**src/design/eeprom_pkg.sv**
```systemverilog
package eeprom_pkg;

    // 24C16 style part, 2K bytes in eight 256-byte blocks
    localparam int ADDR_W = 11;
    localparam int DATA_W = 8;

    // device type code, upper nibble of the control byte
    localparam logic [3:0] CTRL_CODE = 4'b1010;

    // one operation handed from sequencer to bit engine
    typedef enum logic [1:0]
    {
        OP_START = 2'd0, // repeated start when bus not idle
        OP_STOP  = 2'd1,
        OP_WRITE = 2'd2, // 8 bits out, ack in
        OP_READ  = 2'd3  // 8 bits in, ack out
    } bit_op_e;

    // main transfer FSM
    typedef enum logic [3:0]
    {
        IDLE     = 4'd0,
        WR_START = 4'd1,
        WR_CTRL  = 4'd2,
        WR_ADDR  = 4'd3,
        WR_DATA  = 4'd4,
        RD_START = 4'd5,
        RD_CTRL  = 4'd6,
        RD_DATA  = 4'd7,
        STOP     = 4'd8,
        DONE     = 4'd9
    } seq_state_e;

    // a read is write-addressed first, then
    // repeated start and control byte with R/W = 1
    localparam logic RW_WRITE = 1'b0;
    localparam logic RW_READ  = 1'b1;

endpackage

```
**src/design/eeprom_sequencer.sv**
```systemverilog
`timescale 1ns/1ps

module eeprom_sequencer (
    input  logic                              CLK,
    input  logic                              RESET,
    input  logic                              wb_cyc,
    input  logic                              wb_stb,
    input  logic                              wb_we,
    input  logic [eeprom_pkg::ADDR_W-1:0]     wb_adr,
    input  logic [eeprom_pkg::DATA_W-1:0]     wb_dat_w,
    output logic [eeprom_pkg::DATA_W-1:0]     wb_dat_r,
    output logic                              wb_ack,
    output logic                              wb_err,
    output eeprom_pkg::bit_op_e               op,
    output logic                              op_valid,
    output logic [eeprom_pkg::DATA_W-1:0]     tx_byte,
    output logic                              rx_last,
    input  logic                              busy,
    input  logic                              done,
    input  logic [eeprom_pkg::DATA_W-1:0]     rx_byte,
    input  logic                              nack
);

    eeprom_pkg::seq_state_e state;

    logic                           we_q;
    logic [eeprom_pkg::ADDR_W-1:0]  adr_q;
    logic [eeprom_pkg::DATA_W-1:0]  dat_q;
    logic                           nack_seen; // sticky for the transfer
    logic                           start_req;
    logic [2:0]                     block;

    assign start_req = (state == eeprom_pkg::IDLE) && wb_cyc && wb_stb && !busy;
    assign block     = adr_q[eeprom_pkg::ADDR_W-1 -: 3];

    // one op per state, launched by op_valid on state entry
    always_comb
    begin
        case (state)
            eeprom_pkg::WR_START, eeprom_pkg::RD_START: op = eeprom_pkg::OP_START;
            eeprom_pkg::RD_DATA:                        op = eeprom_pkg::OP_READ;
            eeprom_pkg::STOP:                           op = eeprom_pkg::OP_STOP;
            default:                                    op = eeprom_pkg::OP_WRITE;
        endcase
    end

    always_comb
    begin
        case (state)
            eeprom_pkg::WR_CTRL:
                tx_byte = {eeprom_pkg::CTRL_CODE, block, eeprom_pkg::RW_WRITE};
            eeprom_pkg::RD_CTRL:
                tx_byte = {eeprom_pkg::CTRL_CODE, block, eeprom_pkg::RW_READ};
            eeprom_pkg::WR_ADDR:
                tx_byte = adr_q[7:0];
            eeprom_pkg::WR_DATA:
                tx_byte = dat_q;
            default:
                tx_byte = '0;
        endcase
    end

    assign rx_last = (state == eeprom_pkg::RD_DATA); // single byte, always nack

    assign wb_ack = (state == eeprom_pkg::DONE) && wb_cyc && wb_stb && !nack_seen;
    assign wb_err = (state == eeprom_pkg::DONE) && wb_cyc && wb_stb && nack_seen;

    always_ff @(posedge CLK)
    begin
        if (RESET)
        begin
            state     <= eeprom_pkg::IDLE;
            op_valid  <= 1'b0;
            we_q      <= 1'b0;
            nack_seen <= 1'b0;
        end
        else
        begin
            op_valid <= 1'b0;
            case (state)
                eeprom_pkg::IDLE:
                begin
                    if (start_req)
                    begin
                        we_q      <= wb_we;
                        nack_seen <= 1'b0;
                        op_valid  <= 1'b1;
                        state     <= eeprom_pkg::WR_START;
                    end
                end
                eeprom_pkg::WR_START:
                begin
                    if (done)
                    begin
                        op_valid <= 1'b1;
                        state    <= eeprom_pkg::WR_CTRL;
                    end
                end
                eeprom_pkg::WR_CTRL, eeprom_pkg::RD_CTRL:
                begin
                    if (done)
                    begin
                        op_valid <= 1'b1;
                        if (nack)
                        begin
                            nack_seen <= 1'b1;
                            state     <= eeprom_pkg::STOP;
                        end
                        else if (state == eeprom_pkg::WR_CTRL)
                        begin
                            state <= eeprom_pkg::WR_ADDR;
                        end
                        else
                        begin
                            state <= eeprom_pkg::RD_DATA;
                        end
                    end
                end
                eeprom_pkg::WR_ADDR:
                begin
                    if (done)
                    begin
                        op_valid <= 1'b1;
                        if (nack)
                        begin
                            nack_seen <= 1'b1;
                            state     <= eeprom_pkg::STOP;
                        end
                        else if (we_q)
                        begin
                            state <= eeprom_pkg::WR_DATA;
                        end
                        else
                        begin
                            state <= eeprom_pkg::RD_START; // repeated start
                        end
                    end
                end
                eeprom_pkg::WR_DATA:
                begin
                    if (done)
                    begin
                        op_valid  <= 1'b1;
                        nack_seen <= nack_seen | nack;
                        state     <= eeprom_pkg::STOP;
                    end
                end
                eeprom_pkg::RD_START:
                begin
                    if (done)
                    begin
                        op_valid <= 1'b1;
                        state    <= eeprom_pkg::RD_CTRL;
                    end
                end
                eeprom_pkg::RD_DATA:
                begin
                    if (done)
                    begin
                        op_valid <= 1'b1;
                        state    <= eeprom_pkg::STOP;
                    end
                end
                eeprom_pkg::STOP:
                begin
                    if (done)
                    begin
                        state <= eeprom_pkg::DONE;
                    end
                end
                eeprom_pkg::DONE:
                    state <= eeprom_pkg::IDLE; // ack or err this cycle
                default:
                    state <= eeprom_pkg::IDLE;
            endcase
        end
    end

    // request payload
    always_ff @(posedge CLK)
    begin
        if (start_req)
        begin
            adr_q <= wb_adr;
            dat_q <= wb_dat_w;
        end
        if (state == eeprom_pkg::RD_DATA && done)
        begin
            wb_dat_r <= rx_byte;
        end
    end

endmodule

```
**config.mk**
```make
export PLATFORM = sky130hd
export DESIGN_NAME = eeprom_sequencer
export DESIGN_NICKNAME = d
export VERILOG_FILES = /design/src/design/eeprom_pkg.sv /design/src/design/eeprom_sequencer.sv
export SDC_FILE = /design/constraint.sdc
export NUM_CORES = 1
export LEC_CHECK = 0
export BUFFER_PORTS_ARGS = -buffer_cell sky130_fd_sc_hd__buf_2
export CAP_MARGIN = 20
export CORE_ASPECT_RATIO = 1.2
export CORE_UTILIZATION = 47
export CTS_CLUSTER_DIAMETER = 30
export DETAILED_ROUTE_END_ITERATION = 8
export GPL_TIMING_DRIVEN = 1
export PLACE_DENSITY = 0.77
export SYNTH_ARGS = -nofsm -noshare
export SYNTH_HDL_FRONTEND = slang
export SYNTH_SLANG_ARGS = --single-unit
```
**constraint.sdc**
```tcl
create_clock -name CLK -period 2.85 [get_ports CLK]
set_clock_uncertainty 0.1 [all_clocks]
set_input_delay 0.57 -clock CLK [delete_from_list [all_inputs] [get_ports CLK]]
set_output_delay 0.57 -clock CLK [all_outputs]
set_load 0.1 [all_outputs]
```
==> impl_metrics.csv, run 1 <==
group,metric,value,unit
timing,final_period_minus_worst_setup_slack,2672,ps
clock_tree,cts_buffers,5,
worst_setup_path,criticalPathCategory,"reg -> out",
routing,viasPerCell,5.491,
yosys,synthCells,117,
clock_tree,cts.path.max_buffers,2,
finish,layout.core_utilization,65.12,%
worst_setup_path,path_max_fanout,19,
power,power_density,551.7,nW/µm²
die,dieArea,3390,µm²
yosys,synth.cell_area,1485,µm²
finish,n_fill_cell,258,
timing,grt_setup_unrepaired,"false",
timing,max_freq,374.3,MHz
clock_tree,clk_root_buffer_cell,"sky130_fd_sc_hd__clkbuf_4",
worst_setup_path,worstPathCellList,"or2_2 > nor4_2 > buf_2",
clock_tree,htree_levels,2,
routing,drt_iter0_drc,43,
worst_setup_path,critPathLaunchType,"flip-flop",
die,die_height,63.58,µm
timing,finalHoldViolations,0,
yosys,post_synthesis_mean_instance_area,12.69,µm²
placement,gp_routability_congestion,0.7926,
finish,diodes,0,
routing,wl_per_cell,14.60,µm
timing,final.hold.worst_slack,305.3,ps
finish,layoutNonFillerInstCount,214,
finish,multi_input_area,483.0,µm²
routing,drc_errors,0,
yosys,synth-warning-count,0,
finish,seq_area,952.2,µm²
routing,via_count,1175,
finish,finalNetCount,212,
worst_setup_path,slowest_stage,"sky130_fd_sc_hd__dfxtp_1",
grt,grt_start_max_net_pins,21,
grt,grt-ovfl-total,0,
placement,place_hpwl,2305,µm
clock_tree,clock_latency,340,ps
routing,drt.antenna.violating_nets,0,
worst_setup_path,startpoint,"state[1]",
worst_setup_path,critPathTopFamily,"simple AND/OR/NAND/NOR gates",
worst_setup_path,worst-endpoint-arrival,2000,ps
grt,grt_pass1_wl,4981,µm
routing,wirelength,3125,µm
clock_tree,hold_buffers,0,
yosys,yosys.cell_types.count,37,
yosys,ys_seq_area_share,64.03,%
timing,max_slew.worst_pin.slew,737.9,ps
yosys,postSynthNetCount,152,
die,rows,22,
power,vdd.ir_drop.worst,0.4844,mV
die,core_area,3028,µm²
clock_tree,cts_sinks,34,
timing,finalMaxSlewViolations,0,
die,floorplan.io_pins,57,
worst_setup_path,regToRegStartpoint,"state[1]",
yosys,ys_ff_latch,34,
min_path,hold_start,"wb_adr[6]",
finish,layout-area-overhead-vs-synth,32.77,%
power,leakagePower,0.7947,nW
worst_setup_path,critical_path_required,2180,ps
grt,overall_track_demand_over_capacity_in_global_routing,20.98,%
placement,post-place-cells,206,
die,die_w,53.32,µm
min_path,hold_class,"in -> reg",
die,initial_utilization,49.05,%
grt,number_of_antenna_violations_at_the_first_check_in_global_routing,0,
timing,share_of_the_clock_period_used_by_the_worst_path,93.75,%
routing,drt_pass1_iterations,4,
run,max_cap_viol_count,0,
placement,buffer_ports.inserted,56,
timing,max_slew_margin,50.75,%
worst_setup_path,rrSetupSlack,720,ps
grt,first_global_vias,1152,
timing,setup_viol,0,
clock_tree,cts_tree,"done",
run_status,status,"complete, no violations",
worst_setup_path,critical_path_buf_inv_count,1,
clock_tree,cts.reportedPaths.clkPinSlew,120,ps
worst_setup_path,cpPeakStageDelay,530,ps
worst_setup_path,setup.worst_path.end_class,"output port",
finish,drive_gt1_share,42.70,%
==> report_power, final <==
group | internal, W | switching [W] | leakage (nW) | total, W
clock | 0.0000916 | 0.000162 | 0.0286 | 0.000254
combinational | 0.0000919 | 0.000170 | 0.463 | 0.000262
sequential | 0.000558 | 0.0000144 | 0.303 | 0.000572
total | 0.000741 | 0.000347 | 0.795 | 0.00109
==> flip-flops by register name (all words and copies together), names as in the netlist <==
| signal | count |
|---|---|
| wb_dat_r | 8 |
| op_valid | 1 |
| nack_seen | 1 |
| dat_q | 8 |
| state | 4 |
| adr_q | 11 |
| we_q | 1 |
==> layout by cell type, fill, tap and decap left out, types with 2 or more instances in the layout <==
cell type                   n
sky130_fd_sc_hd__a222oi_1   3
sky130_fd_sc_hd__a22o_1     2
sky130_fd_sc_hd__nor4_2     2
sky130_fd_sc_hd__buf_12     7
sky130_fd_sc_hd__buf_4      4
sky130_fd_sc_hd__inv_1      6
sky130_fd_sc_hd__o21ai_0    4
sky130_fd_sc_hd__o221ai_1   2
sky130_fd_sc_hd__nand2_1    8
sky130_fd_sc_hd__nor2b_1    2
sky130_fd_sc_hd__dfxtp_1    6
sky130_fd_sc_hd__a221o_1    2
sky130_fd_sc_hd__a21oi_1    7
sky130_fd_sc_hd__clkbuf_4   5
sky130_fd_sc_hd__buf_2     49
sky130_fd_sc_hd__edfxtp_1  27
sky130_fd_sc_hd__nor2_1     5
sky130_fd_sc_hd__and3b_1    2
sky130_fd_sc_hd__and2_1     2
sky130_fd_sc_hd__nor3b_1    2
sky130_fd_sc_hd__nor3_1     7
==> per-stage QoR <==
| stage | cell area [µm²] | total power, W | TNS (ps) | worst slack [ps] |
|---|---|---|---|---|
| after floorplan | 1504 | 0.0007659 | -610.5 | -305.3 |
| after global placement | 1917 | 0.0008389 | 0 | 561.3 |
| after detailed placement | 1917 | 0.0008459 | 0 | 464.4 |
| after CTS | 1971 | 0.001098 | 0 | 61.89 |
| after global routing | 1972 | 0.001131 | 0 | 102.1 |
| final | 1972 | 0.001088 | 0 | 178.2 |
==> routing by layer <==
layer / vias up / wire, µm / part of all wire, % / track usage, %
met5: - / 0 / 0 / 0
met4: 0 / 96 / 3.1 / 13.82
met3: 9 / 216 / 6.9 / 5.072
met2: 62 / 1624 / 52 / 35.00
met1: 540 / 1189 / 38 / 22.43
li1: 564 / - / - / -
==> cells by family after synthesis <==
| family | count (synthesis) | synth area share (%) |
|---|---|---|
| simple gates | 42 | 17.44 |
| compound gates | 26 | 12.55 |
| flops | 34 | 64.03 |
| buf+inv | 13 | 4.717 |
| xor+xnor | 1 | 0.5898 |
| mux | 1 | 0.6740 |
==> cells in the mapped netlist (all sizes together) <==
master	n	share of area, %
buf	7	3.2
o21a	1	0.51
a2111o	1	0.76
a31oi	1	0.42
nand3	1	0.34
nand2b	2	0.84
o21bai	1	0.51
o221ai	2	1.2
mux2i	1	0.67
and3	1	0.42
nor4b	1	1.0
dfxtp	7	9.4
nor2	5	1.3
and2	2	0.84
nand4	1	0.42
o31a	1	0.59
a21oi	8	2.7
a221o	2	1.3
nand2	8	2.0
inv	6	1.5
or2	1	0.42
a22o	2	1.2
o21ai	4	1.3
nand3b	1	0.51
edfxtp	27	55
nor2b	2	0.84
a222oi	3	2.0
nor3	7	2.4
xnor2	1	0.59
and3b	2	1.2
and2b	1	0.51
nor4	3	2.3
nor3b	2	1.0
or3	2	1.2
==> worst paths after layout <==
kind                                  end  cells past startpoint
worst min register to register  nack_seen                      2
worst max-delay path               wb_ack                      3
worst max register to register       we_q                      5
worst min-delay path             adr_q[6]                      1
==> layout make-up <==
class                           instances  share of cell area [%]
Tap cell                               36                   2.284
Multi-Input combinational cell         70                   24.49
Sequential cell                        34                   48.29
Inverter                                6                   1.142
Timing Repair Buffer                   60                   21.07
Clock inverter                          3                  0.8249
Clock buffer                            5                   1.904
==> repair_timing <==
action | CTS | global route
buffers inserted | 0 | 0
endpoints found under the setup margin | 0 | 3
resized for setup | 0 | 1
Note: power is estimated with default switching activity, not from simulation.
==> run 2: changes to the inputs <==
Settings changed: PLACE_DENSITY 0.77 to unset, PLACE_DENSITY_LB_ADDON set to 0.25.
==> impl_metrics.csv, run 2 (synthesis results as in run 1) <==
group,metric,value,unit
grt,overall_track_demand_over_capacity_in_global_routing,20.28,%
run_status,status,"complete, no violations",
clock_tree,buffers_inserted_during_post_cts_setup_optimization,0,
power,net-switching-power,0.0003533,W
worst_setup_path,worstPathCellList,"nor3b_1 > a222oi_1 > inv_1 > buf_12",
placement,buffer_ports.inserted,56,
clock_tree,cts_tree,"done",
worst_setup_path,worst-endpoint-arrival,1940,ps
clock_tree,cts.reportedPaths.clkPinSlew,120,ps
routing,drc_errors,0,
power,power_density,630.3,nW/µm²
clock_tree,cts.path.max_buffers,2,
die,die_w,53.32,µm
routing,drt.antenna.violating_nets,0,
finish,diodes,0,
worst_setup_path,reg2regPathDepth,6,
grt,number_of_antenna_violations_at_the_first_check_in_global_routing,0,
die,core_area,3028,µm²
power,swShare,27.67,%
min_path,hold_class,"in -> reg",
placement,post-place-ws,430.6,ps
power,leakagePower,0.8218,nW
clock_tree,hold_buffers,0,
finish,largest-register,"adr_q",
finish,drive_gt1_share,43.82,%
timing,setup_viol,0,
power,power.internal,0.0009234,W
grt,grt_pass1_wl,4802,µm
timing,max_slew_margin,64.19,%
routing,drt_pass1_iterations,5,
timing,finalHoldViolations,0,
routing,drt_iter0_drc,29,
finish,reg_top3,"adr_q: 11 flops, dat_q: 8 flops, wb_dat_r: 8 flops",
routing,viasPerCell,5.411,
timing,grt_setup_unrepaired,"false",
timing,setup_ws,243.5,ps
timing,final_period_minus_worst_setup_slack,2606,ps
placement,gp_routability_congestion,0.7876,
worst_setup_path,cpPeakStageDelay,550,ps
die,die_height,63.58,µm
finish,finalNetCount,212,
power,vdd.ir_drop.worst,0.4833,mV
power,clockPowerShare,34.8,%
routing,wl_per_cell,13.67,µm
timing,share_of_the_clock_period_used_by_the_worst_path,91.46,%
placement,post-place-cells,206,
grt,first_global_vias,1143,
power,share_of_total_power_in_sequential_cells,44.7,%
clock_tree,cts_buffers,5,
finish,layoutNonFillerInstCount,214,
timing,finalMaxSlewViolations,0,
grt,grt_start_max_net_pins,21,
run,max_cap_viol_count,0,
die,floorplan.io_pins,57,
finish,layout-area-overhead-vs-synth,36.39,%
die,initial_utilization,49.05,%
routing,wirelength,2926,µm
worst_setup_path,critical_path_required,2180,ps
timing,max_slew.worst_pin.slew,535.9,ps
finish,commonest_non_fill_non_tap_cell_in_the_layout,"sky130_fd_sc_hd__buf_2",
clock_tree,clock_latency,350,ps
worst_setup_path,setup.worst_path.end_class,"output port",
worst_setup_path,path_max_fanout,19,
power,comb_power_share,20.5,%
worst_setup_path,critPathLaunchType,"flip-flop",
finish,most-common-layout-cells,"sky130_fd_sc_hd__buf_2, sky130_fd_sc_hd__edfxtp_1, sky130_fd_sc_hd__nand2_1",
finish,n_fill_cell,243,
clock_tree,post_cts.resized_instances,0,
worst_setup_path,criticalPathCategory,"reg -> out",
clock_tree,clk_root_buffer_cell,"sky130_fd_sc_hd__clkbuf_4",
finish,largest_reg_flops,11,
die,dieArea,3390,µm²
worst_setup_path,slowest_stage,"sky130_fd_sc_hd__dfxtp_2",
die,rows,22,
routing,via_count,1158,
clock_tree,htree_levels,2,
placement,place_hpwl,2128,µm
min_path,holdPathStages,1,
timing,max_freq,383.7,MHz
clock_tree,cts_sinks,34,
grt,grt-ovfl-total,0,
## run 2: area by class of cell
type	count	area, µm²	share of cell area [%]
Tap cell	36	45.04	2.224
Inverter	6	22.52	1.112
Clock buffer	5	37.54	1.853
Clock inverter	3	68.82	3.397
Timing Repair Buffer	60	415.4	20.51
Sequential cell	34	953.4	47.07
Multi-Input combinational cell	70	483.0	23.84
## run 2: path summary, 6_finish.rpt
kind / to / from / slack [ps]
hold / removal: wb_dat_r[5] / rx_byte[5] / 290
setup / recovery: tx_byte[2] / state[1] / 240
setup reg to reg: we_q / state[1] / 1170
hold reg to reg: we_q / we_q / 410
## run 2: power by group through the flow
| stage | clock (W) | combinational, W | sequential (W) |
|---|---|---|---|
| 3_3_place_gp | 0 | 0.000257 | 0.000580 |
| 2_1_floorplan | 0 | 0.000181 | 0.000585 |
| 4_1_cts | 0.000455 | 0.000262 | 0.000571 |
| 3_5_place_dp | 0 | 0.000261 | 0.000582 |
| 6_report | 0.000444 | 0.000261 | 0.000571 |
| 5_1_grt | 0.000478 | 0.000277 | 0.000573 |
## run 2: worst max-delay path: cells and delay by family, from the launching register on
| family | cells | cell delay, ps |
|---|---|---|
| AO/OA/AOI/OAI | 1 | 190 |
| buffers and inverters | 2 | 320 |
| flip-flops | 1 | 550 |
| AND/OR/NAND/NOR | 1 | 510 |
## run 2: through the flow
step | power, W | hold slack (ps) | TNS (ps) | util [%] | instance area [µm²]
2_1_floorplan | 0.0007659 | 354.6 | -610.5 | - | 1504
5_1_grt | 0.001328 | 260.7 | 0 | 66.90 | 2026
4_1_cts | 0.001287 | 274.2 | 0 | 66.82 | 2023
6_report | 0.001277 | 285.6 | 0 | 66.90 | 2026
3_3_place_gp | 0.0008375 | 374.8 | 0 | 63.31 | 1917
3_5_place_dp | 0.0008426 | 395.1 | 0 | 63.31 | 1917
## run 2: metal layers
metal	up-vias	part of all wire (%)	wire [µm]	GRT usage, %
met5	-	0	0	0
met4	0	2.3	67	9.211
met3	9	7.6	221	8.696
met2	50	53	1555	34.06
met1	536	37	1082	20.98
li1	563	-	-	-
==> run 3: changes to the inputs <==
Settings changed: ABC_AREA set to 1.
==> impl_metrics.csv, run 3 <==
group,metric,value,unit
timing,final_period_minus_worst_setup_slack,2643,ps
yosys,synth_top_flop_cell,"sky130_fd_sc_hd__edfxtp_1",
finish,n_fill_cell,249,
grt,grt_busiest_layer,"met2",
min_path,hold_start,"RESET",
clock_tree,post_cts.resized_instances,0,
placement,buffer_ports.inserted,56,
worst_setup_path,cpPeakStageDelay,470,ps
finish,largest-register,"adr_q",
grt,grt.met2_usage,32.75,%
grt,first_global_vias,1155,
yosys,synth-warning-count,0,
yosys,top_cell_type_by_total_area_after_synthesis,"sky130_fd_sc_hd__edfxtp_1",
finish,layout.core_utilization,64.76,%
worst_setup_path,rrSetupSlack,1040,ps
finish,reg_top3,"adr_q: 11 flops, dat_q: 8 flops, wb_dat_r: 8 flops",
timing,finalHoldViolations,0,
worst_setup_path,regToRegStartpoint,"state[2]",
die,floorplan.io_pins,57,
routing,wirelength,2915,µm
worst_setup_path,cpMostUsedCell,"sky130_fd_sc_hd__nand2_1",
min_path,hold_class,"in -> reg",
yosys,synthTopCellsByCount,"sky130_fd_sc_hd__nand2_1, sky130_fd_sc_hd__edfxtp_1, sky130_fd_sc_hd__nor2_1, sky130_fd_sc_hd__nand3_1, sky130_fd_sc_hd__inv_1",
placement,placement.cell_area,1812,µm²
routing,wl_per_cell,12.15,µm
timing,grt_setup_unrepaired,"false",
yosys,synthDominantCellAreaShare,55.01,%
finish,diodes,0,
die,core_area,2890,µm²
placement,place_hpwl,2174,µm
timing,max_slew_margin,58.44,%
worst_setup_path,path_max_fanout,9,
die,die_height,63.35,µm
clock_tree,cts_sinks,34,
die,die_w,53.12,µm
routing,via_count,1236,
routing,drc_errors,0,
min_path,hold_path_end,"op_valid",
run,max_cap_viol_count,0,
clock_tree,cts_tree,"done",
die,dieArea,3365,µm²
finish,layout-area-overhead-vs-synth,27.00,%
yosys,ys_ff_latch,34,
timing,share_of_the_clock_period_used_by_the_worst_path,92.74,%
yosys,post-synth-top-count-cell,"sky130_fd_sc_hd__nand2_1",
worst_setup_path,slowest_stage,"sky130_fd_sc_hd__buf_2",
yosys,synthCells,141,
worst_setup_path,critPathTopFamily,"buffers and inverters",
clock_tree,buffers_inserted_during_post_cts_setup_optimization,0,
finish,seq_area,950.9,µm²
grt,number_of_antenna_violations_at_the_first_check_in_global_routing,0,
clock_tree,htree_levels,2,
yosys,synth-edff-count,27,
grt,grt_use_met1,20.60,%
timing,final.hold.worst_slack,299.8,ps
placement,gp_routability_congestion,0.9620,
timing,finalMaxSlewViolations,0,
worst_setup_path,critPathLaunchType,"flip-flop",
grt,groute.layer.met3.usage,6.280,%
routing,drt_iter0_drc,44,
grt,grt-ovfl-total,0,
finish,postLayoutCellArea,1872,µm²
min_path,holdPathStages,2,
timing,setup_viol,0,
finish,finalNetCount,240,
worst_setup_path,setup.worst_path.end_class,"output port",
yosys,yosys-top-cells-area,"sky130_fd_sc_hd__edfxtp_1, sky130_fd_sc_hd__dfxtp_1, sky130_fd_sc_hd__nand2_1, sky130_fd_sc_hd__nor2_1, sky130_fd_sc_hd__nand3_1",
die,initial_utilization,51.00,%
clock_tree,cts_buffers,5,
worst_setup_path,critical_path_cell_count,7,
worst_setup_path,worst-endpoint-arrival,1970,ps
finish,drive_gt1_share,38.35,%
finish,commonest_non_fill_non_tap_cell_in_the_layout,"sky130_fd_sc_hd__buf_2",
power,leakagePower,0.8694,nW
run_status,status,"complete, no violations",
grt,grt_pass1_wl,4671,µm
worst_setup_path,regToRegEndpoint,"wb_dat_r[0]",
finish,largest_reg_flops,11,
timing,setup_total_negative_slack,0,ps
routing,viasPerCell,5.150,
die,rows,21,
clock_tree,clock_latency,330,ps
timing,max_slew.worst_pin.slew,621.2,ps
timing,max_freq,378.4,MHz
power,vdd.ir_drop.worst,0.5523,mV
yosys,synth_async_sr_flop_share,0,%
grt,overall_track_demand_over_capacity_in_global_routing,19.51,%
grt,grt_start_max_net_pins,22,
finish,most-common-layout-cells,"sky130_fd_sc_hd__buf_2, sky130_fd_sc_hd__nand2_1, sky130_fd_sc_hd__edfxtp_1, sky130_fd_sc_hd__nor2_1, sky130_fd_sc_hd__nand3_1",
finish,multi_input_area,479.2,µm²
worst_setup_path,critical_path_required,2180,ps
worst_setup_path,critical_path_buf_inv_count,3,
clock_tree,cts.reportedPaths.clkPinSlew,100,ps
yosys,ys_seq_area_share,64.52,%
worst_setup_path,reg2regPathDepth,4,
clock_tree,cts.path.max_buffers,2,
worst_setup_path,criticalPathCategory,"reg -> out",
yosys,yosys.cell_types.count,23,
routing,drt.antenna.violating_nets,0,
worst_setup_path,worstPathCellList,"inv_1 > nor2_1 > nand2_1 > inv_2 > nand2_1 > o311ai_2 > buf_2",
power,power_density,945.7,nW/µm²
clock_tree,hold_buffers,0,
yosys,post_synthesis_mean_instance_area,10.45,µm²
yosys,postSynthNetCount,176,
yosys,synth.cell_area,1474,µm²
clock_tree,clk_root_buffer_cell,"sky130_fd_sc_hd__clkbuf_4",
routing,drt_pass1_iterations,4,
run 3: final cells by class:
cell class / instances / area share [%]
sequential: 34 / 50.80
multi-input combinational: 94 / 25.60
timing repair buffer: 57 / 15.37
clock buffer: 7 / 2.941
inverter: 13 / 2.741
tap: 34 / 2.273
clock inverter: 1 / 0.2674
run 3: through the flow:
step	std cells	setup slack [ps]	total power, W
2_1_floorplan	141	129.8	0.001365
3_3_place_gp	232	620.0	0.001511
3_5_place_dp	232	593.7	0.001511
4_1_cts	240	199.8	0.001786
5_1_grt	240	93.02	0.001863
6_report	240	207.0	0.001770
run 3: per-layer routing:
metal  up-vias  wire, µm  part of all wire, %
li1        605         -                    -
met4         0        74                  2.5
met3        10       172                  5.9
met1       572      1166                   40
met5         -         0                    0
met2        49      1501                   51
run 3: cells by family after synthesis:
kind of cell | after synthesis | share of synthesized area [%]
flip-flops | 34 | 64.52
AND/OR/NAND/NOR | 80 | 25.38
AO/OA/AOI/OAI | 14 | 6.621
buffers and inverters | 13 | 3.481
run 3: how the worst max path moves through the flow:
| stage | startpoint | to |
|---|---|---|
| final | state[2] | tx_byte[0] |
| after detailed placement | state[2] | tx_byte[0] |
| after global routing | state[2] | tx_byte[0] |
| after CTS | state[2] | tx_byte[0] |
| after floorplan | state[1] | op[1] |
| after global placement | state[2] | tx_byte[0] |
run 3: worst register-to-register path: cells and delay by family, from the launching register on:
kind / cells / cell delay [ps]
flops: 1 / 420
simple gates: 3 / 810
buf+inv: 1 / 110
run 3: power by group:
part	switching (W)	internal [W]	leakage, nW	total (W)
registers	0.0000451	0.000594	0.302	0.000639
clock network	0.000151	0.000119	0.0353	0.000271
logic	0.000677	0.000183	0.532	0.000860
